--- src/include/synapse_defines.svh ---
/* Core and supervisor sizing. Registers and data inputs are 16-bit words.
   The debug register and the last data input are fixed at index 15. */
`ifndef SYNAPSE_DEFINES_SVH
`define SYNAPSE_DEFINES_SVH

// Core register file size.
`define SYN_NUM_REGS 16

// Data inputs seen by the core. The top one is the break counter.
`define SYN_NUM_DATA_INPUTS 16

// Register reported at every break.
`define SYN_DEBUG_REG 15

// Avalon address of the first trace word.
`define SYN_TRACE_BASE 16'h0100

// Program ROM words. Addresses beyond this read as NOP.
`define SYN_ROM_DEPTH 256

`endif

--- src/design/synapse_pkg.sv ---
/* Instruction set of the 16-bit core. Undefined opcodes execute as NOP. */
`default_nettype none

package synapse_pkg;

    typedef enum logic [3:0] {
        NOP = 4'd0,  // No operation.
        LDI = 4'd1,  // rd = zero-extended imm8.
        ADD = 4'd2,  // rd = rd + rs.
        MOV = 4'd3,  // rd = rs.
        IN  = 4'd4,  // rd = data input rs.
        BRK = 4'd5,  // Halt for the supervisor.
        JMP = 4'd6   // pc = imm8.
    } opcode_e;

    // Low byte is rs in its low nibble, or the full imm8.
    typedef struct packed {
        opcode_e    opcode;
        logic [3:0] rd;
        logic [7:0] arg;
    } instr_t;

endpackage

`default_nettype wire

--- src/design/synapse_ifs.sv ---
/* Fetch and debug links between the core and its supervisor.
   Fetch completes when code_req and code_ready are both high on a rising edge. */
`timescale 1ns/1ps
`default_nettype none

interface code_fetch_if;
    logic [15:0] code_addr;
    logic        code_req;
    logic [15:0] code_in;
    logic        code_ready;

    modport core (
        output code_addr,
        output code_req,
        input  code_in,
        input  code_ready
    );

    modport supervisor (
        input  code_addr,
        input  code_req,
        output code_in,
        output code_ready
    );
endinterface

interface debug_if;
    logic        halted;       // Level, set by BRK.
    logic [15:0] break_value;  // Traced register.
    logic        resume;       // One-cycle pulse while halted.
    logic [15:0] break_count;

    modport core (
        output halted,
        output break_value,
        input  resume,
        input  break_count
    );

    modport supervisor (
        input  halted,
        input  break_value,
        output resume,
        output break_count
    );
endinterface

`default_nettype wire

--- src/design/target_program.sv ---
/* Fixed trace program, answered combinationally.
   Loops forever and reads the break counter through data input 15. */
`timescale 1ns/1ps
`default_nettype none
`include "synapse_defines.svh"

module target_program (
    input  wire  [15:0] addr,
    output logic [15:0] data
);

    localparam int ROM_AW = $clog2(`SYN_ROM_DEPTH);

    function automatic synapse_pkg::instr_t word(
        input synapse_pkg::opcode_e op,
        input logic [3:0]           rd,
        input logic [7:0]           arg
    );
        synapse_pkg::instr_t w;
        w.opcode = op;
        w.rd     = rd;
        w.arg    = arg;
        return w;
    endfunction

    always_comb begin
        data = word(synapse_pkg::NOP, 4'd0, 8'd0);
        if (addr < `SYN_ROM_DEPTH) begin
            case (addr[ROM_AW-1:0])
                8'd0: data = word(synapse_pkg::IN,  4'd1,  8'd0);   // r1 = in0.
                8'd1: data = word(synapse_pkg::IN,  4'd2,  8'd1);   // r2 = in1.
                8'd2: data = word(synapse_pkg::ADD, 4'd1,  8'd2);
                8'd3: data = word(synapse_pkg::IN,  4'd3,  8'd15);  // Break count.
                8'd4: data = word(synapse_pkg::ADD, 4'd1,  8'd3);
                8'd5: data = word(synapse_pkg::MOV, 4'd15, 8'd1);   // Publish sum.
                8'd6: data = word(synapse_pkg::BRK, 4'd0,  8'd0);
                8'd7: data = word(synapse_pkg::JMP, 4'd0,  8'd0);
                default: data = word(synapse_pkg::NOP, 4'd0, 8'd0);
            endcase
        end
    end

endmodule

`default_nettype wire

--- src/design/synapse_core.sv ---
/* Single-issue core that executes each instruction on the edge that accepts it.
   After BRK it stops fetching until the supervisor pulses resume. */
`timescale 1ns/1ps
`default_nettype none
`include "synapse_defines.svh"

module synapse_core (
    input  wire                                  sysclk,
    input  wire                                  rst_n,
    input  wire  [`SYN_NUM_DATA_INPUTS*16-1:0]   data_in_flat,
    code_fetch_if.core                           fetch,
    debug_if.core                                dbg,
    output logic [`SYN_NUM_REGS*16-1:0]          r_flat,
    output logic [`SYN_NUM_REGS-1:0]             r_load
);

    localparam int REG_AW = $clog2(`SYN_NUM_REGS);

    logic [15:0]         regs [`SYN_NUM_REGS];
    logic [15:0]         pc;
    logic                halted;
    synapse_pkg::instr_t instr;
    logic [3:0]          rs;
    logic                accept;

    // Decode results, applied only on an accepted fetch.
    logic                wr_en;
    logic [REG_AW-1:0]   wr_idx;
    logic [15:0]         wr_data;
    logic [15:0]         pc_next;
    logic                is_brk;

    assign instr  = fetch.code_in;
    assign rs     = instr.arg[3:0];
    assign accept = fetch.code_req && fetch.code_ready;

    assign fetch.code_addr = pc;
    assign fetch.code_req  = !halted;  // No fetch while stopped.

    assign dbg.halted      = halted;
    assign dbg.break_value = regs[`SYN_DEBUG_REG];

    always_comb begin
        wr_en   = 1'b0;
        wr_idx  = instr.rd;
        wr_data = 16'h0000;
        pc_next = pc + 16'd1;
        is_brk  = 1'b0;
        case (instr.opcode)
            synapse_pkg::LDI: begin
                wr_en   = 1'b1;
                wr_data = {8'h00, instr.arg};
            end
            synapse_pkg::ADD: begin
                wr_en   = 1'b1;
                wr_data = regs[instr.rd] + regs[rs];  // Wraps modulo 2^16.
            end
            synapse_pkg::MOV: begin
                wr_en   = 1'b1;
                wr_data = regs[rs];
            end
            synapse_pkg::IN: begin
                wr_en   = 1'b1;
                wr_data = data_in_flat[rs*16 +: 16];
            end
            synapse_pkg::BRK: begin
                is_brk = 1'b1;
            end
            synapse_pkg::JMP: begin
                pc_next = {8'h00, instr.arg};
            end
            default: begin
                // NOP and unused codes only advance the PC.
            end
        endcase
    end

    always_ff @(posedge sysclk or negedge rst_n) begin
        if (!rst_n) begin
            pc     <= 16'h0000;
            halted <= 1'b0;
            r_load <= '0;
            for (int i = 0; i < `SYN_NUM_REGS; i++) begin
                regs[i] <= 16'h0000;
            end
        end else begin
            r_load <= '0;  // Load strobes last one cycle.
            if (accept) begin
                pc <= pc_next;
                if (is_brk) begin
                    halted <= 1'b1;
                end
                if (wr_en) begin
                    regs[wr_idx]   <= wr_data;
                    r_load[wr_idx] <= 1'b1;
                end
            end else if (dbg.resume) begin
                halted <= 1'b0;  // Fetch restarts next cycle.
            end
        end
    end

    always_comb begin
        for (int i = 0; i < `SYN_NUM_REGS; i++) begin
            r_flat[i*16 +: 16] = regs[i];
        end
    end

endmodule

`default_nettype wire

--- src/design/visor.sv ---
/* Debug supervisor in series with the fetch path. One Avalon write per break,
   the core stays halted until that write is accepted. */
`timescale 1ns/1ps
`default_nettype none
`include "synapse_defines.svh"

module visor (
    input  wire         sysclk,
    input  wire         rst_n,
    input  wire  [15:0] rom_code_in,
    input  wire         dbg_av_waitrequest,
    code_fetch_if.supervisor fetch,
    debug_if.supervisor      dbg,
    output logic [15:0] rom_addr,
    output logic [15:0] dbg_av_address,
    output logic [15:0] dbg_av_writedata,
    output logic        dbg_av_write
);

    typedef enum logic {
        ST_IDLE,
        ST_WRITE
    } wr_state_e;

    wr_state_e   state;
    logic        halted_q;
    logic        halted_rise;
    logic        resume_q;
    logic [15:0] count;

    // Fetch path. The ROM answers in the same cycle.
    assign rom_addr         = fetch.code_addr;
    assign fetch.code_in    = rom_code_in;
    assign fetch.code_ready = fetch.code_req && !dbg.halted;

    assign halted_rise     = dbg.halted && !halted_q;
    assign dbg.resume      = resume_q;
    assign dbg.break_count = count;
    assign dbg_av_write    = (state == ST_WRITE);

    always_ff @(posedge sysclk or negedge rst_n) begin
        if (!rst_n) begin
            state    <= ST_IDLE;
            halted_q <= 1'b0;
            resume_q <= 1'b0;
            count    <= 16'h0000;
        end else begin
            halted_q <= dbg.halted;
            resume_q <= 1'b0;
            case (state)
                ST_IDLE: begin
                    if (halted_rise) begin
                        state <= ST_WRITE;
                    end
                end
                ST_WRITE: begin
                    if (!dbg_av_waitrequest) begin  // Write accepted.
                        state    <= ST_IDLE;
                        count    <= count + 16'd1;
                        resume_q <= 1'b1;
                    end
                end
                default: state <= ST_IDLE;
            endcase
        end
    end

    // Address and data held stable for the whole write.
    always_ff @(posedge sysclk) begin
        if (state == ST_IDLE && halted_rise) begin
            dbg_av_address   <= `SYN_TRACE_BASE + count;
            dbg_av_writedata <= dbg.break_value;
        end
    end

endmodule

`default_nettype wire

--- src/design/supervised_synapse.sv ---
/* Core, program ROM and debug supervisor. Data input 15 of the core is the
   break counter, so data_in_flat carries inputs 0 to 14 only. */
`timescale 1ns/1ps
`default_nettype none
`include "synapse_defines.svh"

module supervised_synapse (
    input  wire                                    sysclk,
    input  wire                                    rst_n,
    input  wire [(`SYN_NUM_DATA_INPUTS-1)*16-1:0]  data_in_flat,
    input  wire                                    dbg_av_waitrequest,
    output wire [`SYN_NUM_REGS*16-1:0]             r_flat,
    output wire [`SYN_NUM_REGS-1:0]                r_load,
    output wire [15:0]                             dbg_av_address,
    output wire [15:0]                             dbg_av_writedata,
    output wire                                    dbg_av_write
);

    wire [15:0] rom_addr;
    wire [15:0] rom_code_in;

    code_fetch_if fetch_bus ();
    debug_if      debug_bus ();

    target_program rom (
        .addr (rom_addr),
        .data (rom_code_in)
    );

    visor visr (
        .sysclk             (sysclk),
        .rst_n              (rst_n),
        .rom_code_in        (rom_code_in),
        .dbg_av_waitrequest (dbg_av_waitrequest),
        .fetch              (fetch_bus.supervisor),
        .dbg                (debug_bus.supervisor),
        .rom_addr           (rom_addr),
        .dbg_av_address     (dbg_av_address),
        .dbg_av_writedata   (dbg_av_writedata),
        .dbg_av_write       (dbg_av_write)
    );

    synapse_core target (
        .sysclk       (sysclk),
        .rst_n        (rst_n),
        .data_in_flat ({debug_bus.break_count, data_in_flat}),  // Counter on top.
        .fetch        (fetch_bus.core),
        .dbg          (debug_bus.core),
        .r_flat       (r_flat),
        .r_load       (r_load)
    );

endmodule

`default_nettype wire

--- config.mk ---
export PLATFORM = sky130hd
export DESIGN_NAME = supervised_synapse
export DESIGN_NICKNAME = d
export VERILOG_FILES = /design/src/design/synapse_pkg.sv /design/src/design/synapse_ifs.sv /design/src/design/target_program.sv /design/src/design/synapse_core.sv /design/src/design/visor.sv /design/src/design/supervised_synapse.sv
export VERILOG_INCLUDE_DIRS = /design/src /design/src/include
export SDC_FILE = /design/constraint.sdc
export NUM_CORES = 1
export LEC_CHECK = 0
export ABC_CLOCK_PERIOD_IN_PS = 11300
export BUFFER_PORTS_ARGS = -buffer_cell sky130_fd_sc_hd__buf_2
export CAP_MARGIN = 10
export CORE_AREA = 3 3 211 213
export CTS_CLUSTER_SIZE = 14
export DETAILED_ROUTE_END_ITERATION = 16
export DIE_AREA = 0 0 214 216
export PLACE_DENSITY = 0.75
export SLEW_MARGIN = 20
export SYNTH_ARGS = -nofsm -noshare
export SYNTH_HDL_FRONTEND = slang
export SYNTH_HIERARCHICAL = 1
export SYNTH_SLANG_ARGS = --single-unit
--- constraint.sdc ---
create_clock -name sysclk -period 11.3 [get_ports sysclk]
set_clock_uncertainty 0.05 [all_clocks]
set_input_delay 0 -clock sysclk [delete_from_list [all_inputs] [get_ports sysclk]]
set_output_delay 0 -clock sysclk [all_outputs]
set_load 0.05 [all_outputs]
==> impl_metrics.toml <==
[synthesis]
yosys_register_bits = 340
synthSimpleGateAreaFrac_pct = 8.599
synth-async-reset-ratio_pct = 90.59
avgSynthCellArea_um2 = 12.71
yosysWarnings = 6
synth_edf_count = 32
syn-cell-area_um2 = 20750
synthCells = 1633
synth_xor_xnor_area_share_pct = 1.345
synth_top_family_by_area = "multiplexers"
ys_seq_area_share_pct = 41.78
synth_compound_area_share_pct = 9.238
synthFlopType = "dfrtp_1"
synth_fa_ha_area_share_pct = 1.544
synth.distinct_cells = 86
yosys-mux-area-fraction_pct = 31.19

[sta]
setup_tns_ps = 0
drv_slew = 0
whs_ps = 107.4
hold_violations = 0
finalSetupViolations = 0
fin_ws_ps = 4267
period_needed_ps = 7033
relSlewSlack_pct = 28.57
max_freq_ghz = 0.1422
worstMarginPinSlew_ps = 1065
rsz0062_at_grt = "false"
finalCritPeriodShare_pct = 62.24

[power_and_ir_drop]
power_density_nw_per_um2 = 115.0
total_power_mw = 2.822
leakagePower_nw = 11.48
ir_drop_mv = 0.1149

[detailed_routing]
post_drt_wl_per_cell_um = 27.50
drc = 0
vias = 16940
viasPerCell = 6.296
dr.pass1.iters = 6
antenna_left = 0
drtIter0Drc = 1895
routed_wl_um = 74000

[die]
die_x_um = 214
io-pin-count = 548
die_area_um2 = 46220
core_um2 = 42890
start_util_pct = 48.38
fp.dieH_um = 216
rows = 76

[grt]
globalRouteTotalUtil_pct = 31.37
grt_pass1_wl_um = 110000
grt_pass1_vias = 16630
grt_start_max_net_pins = 113
antenna_found_initial = 2
gr-total-overflow = 0

[setup_path]
crit_path_max_incr_delay_ps = 900
slowest_stage = "a2111oi_2"
path_class = "register to register"
endpoint_kind = "register"
crit_required_ps = 11680
cp_max_fo = 48
path_delay_family = "compound AO/OA/AOI/OAI gates"
critPathBufInv = 2
crit_chain = "nor4_2 > nand4_2 > a21oi_4 > buf_4 > buf_4 > mux4_2 > mux2i_1 > a21oi_1 > ha_1 > a21o_1 > a21oi_1 > a211oi_1 > a2111oi_2 > nand3_1 > a31oi_1"
cp.arrival_ps = 7420
start_kind = "register"

[clock_network]
cts.path.max_buffers = 3
htree_levels = 2
cts_setup_buffers = 0
cts_sinks = 340
clkTransAtPathRegs_ps = 60
insertion_delay_ps = 540
cts_buffers = 38
cts_tree = "done"
root_buffer = "clkbuf_16"

[min_path]
hp-class = "input port to asynchronous set/reset pin"

[placed_design]
post-place-ws_ps = 4362
dpl.hpwl_um = 54300
globalplace.congestion = 0.9678
port_buffers = 547

[cells_and_area]
finish.utilization_pct = 57.21
drive_above_1_share_pct = 44.80
area_growth_pct = 18.24
final_nets = 2345

[status]
status = "complete, no violations"

[run]
max_cap_viol_count = 0
[repair_timing]
item,CTS,global route
gates resized for setup,0,0
hold buffers,2,0
endpoints found under the hold margin,122,0
[synthesized netlist by cell type, drive strengths merged, types with 3 or more instances]
library cell    n  share of area, %
dfrtp         308                37
mux4          228                26
nand2         167               3.0
nor2          128               2.3
o21ai         123               3.0
buf           119               4.5
mux2           83               4.6
a21oi          72               1.8
clkbuf         53               1.2
a31oi          36               1.1
edfxtp         32               4.6
inv            30              0.54
nand3          25              0.63
ha             24               1.4
mux2i          21               1.0
xnor2          18              0.76
nand4          15              0.51
xor2           13              0.58
and3           11              0.34
nor3           10              0.29
nor2b           9              0.27
o22ai           9              0.27
a21o            7              0.25
a32oi           7              0.30
nand2b          7              0.21
a2111oi         6              0.31
o21a            6              0.22
a221oi          5              0.44
o31ai           5              0.21
or3             5              0.15
a211o           4              0.17
a211oi          4              0.19
clkinv          3             0.054
nor4            3              0.18
o21bai          3              0.11
[cell usage in the layout, fill, tap and decap left out, types with 6 or more instances in the layout]
cell       Yosys  layout
xor2_1        12      12
a21o_1         7       7
edfxtp_1      32      32
nand4_1       13      13
inv_1         26      26
mux2i_1       21      21
nor3_1         8       7
o21a_1         6       6
a21oi_1       67      65
nand2b_1       7       7
buf_2         17     546
nand2_1      166     166
clkbuf_8       5       9
clkbuf_16      0      39
a32oi_1        7       7
clkinv_1       3       6
a31oi_1       36      36
o21ai_0      109     109
mux4_1        45      45
mux2_2        77      77
nor2_1       128     125
mux2_4         6       6
ha_1          24      24
clkbuf_1      44       9
o21ai_1       11      10
and3_1         9       9
dfrtp_1      308     308
o22ai_1        9       9
nor2b_1        9       9
nand3_1       24      24
mux4_2       183     183
buf_4         69      21
xnor2_1       18      18
[cells by family after synthesis]
family,count (synthesis)
compound gates,305
simple gates,394
other cells,1
xor+xnor,31
buf+inv,205
flops,340
fa+ha+maj,25
mux,332
[metrics by stage]
stage	area [um2]	cells
final	24530	2691
after global routing	24530	2690
after CTS	24500	2689
after detailed placement	23280	2619
after global placement	23280	2619
after floorplan	20760	1637
[layer usage]
layer / GRT usage [%] / part of all wire (%) / vias to the layer above
met4: 10.87 / 4.1 / 0
met5: 0 / 0 / -
met1: 41.12 / 37 / 8573
met3: 7.364 / 10 / 189
li1: - / - / 7101
met2: 51.81 / 48 / 1080
[final cells by class]
type | instances | area [um2]
antenna | 1 | 2.502
inverter | 33 | 123.9
sequential | 340 | 8668
clock buffer | 57 | 1134
tap | 585 | 732.0
timing repair buffer | 572 | 2948
multi-input combinational | 1092 | 10870
fill | 3491 | 18350
clock inverter | 11 | 61.31
[state kept, by name, indices dropped and copies added (netlist names)]
name	count
target/dbg.break_value	16
target/dbg.halted	1
target/fetch.code_addr	16
target/r_flat	240
target/r_load	16
visr/dbg.break_count	16
visr/dbg.resume	1
visr/dbg_av_address	16
visr/dbg_av_write	1
visr/dbg_av_writedata	16
visr/halted_q	1
[power breakdown]
| group | internal (mW) | switching, mW | total (mW) |
|---|---|---|---|
| sequential | 1.28 | 0.0675 | 1.35 |
| combinational | 0.114 | 0.162 | 0.276 |
| clock | 0.693 | 0.507 | 1.20 |
| total | 2.09 | 0.736 | 2.82 |
[worst paths after layout]
check	startpoint	to	slack [ps]	cells past startpoint
setup / recovery	target/fetch.code_addr[4]$_DFFE_PN0P_	target/r_flat[31]$_DFFE_PN0P_	4270	15
hold / removal	rst_n	target/r_load[3]$_DFF_PN0_	110	2
setup reg to reg	target/fetch.code_addr[4]$_DFFE_PN0P_	target/r_flat[31]$_DFFE_PN0P_	4270	15
hold reg to reg	visr/dbg.resume$_DFF_PN0_	target/dbg.halted$_DFFE_PN0P_	440	1
max in group asynchronous	rst_n	target/r_flat[114]$_DFFE_PN0P_	7900	5
min in group sysclk	dbg_av_waitrequest	visr/dbg_av_write$_DFF_PN0_	250	3
Note: power is estimated with default switching activity, not from simulation.
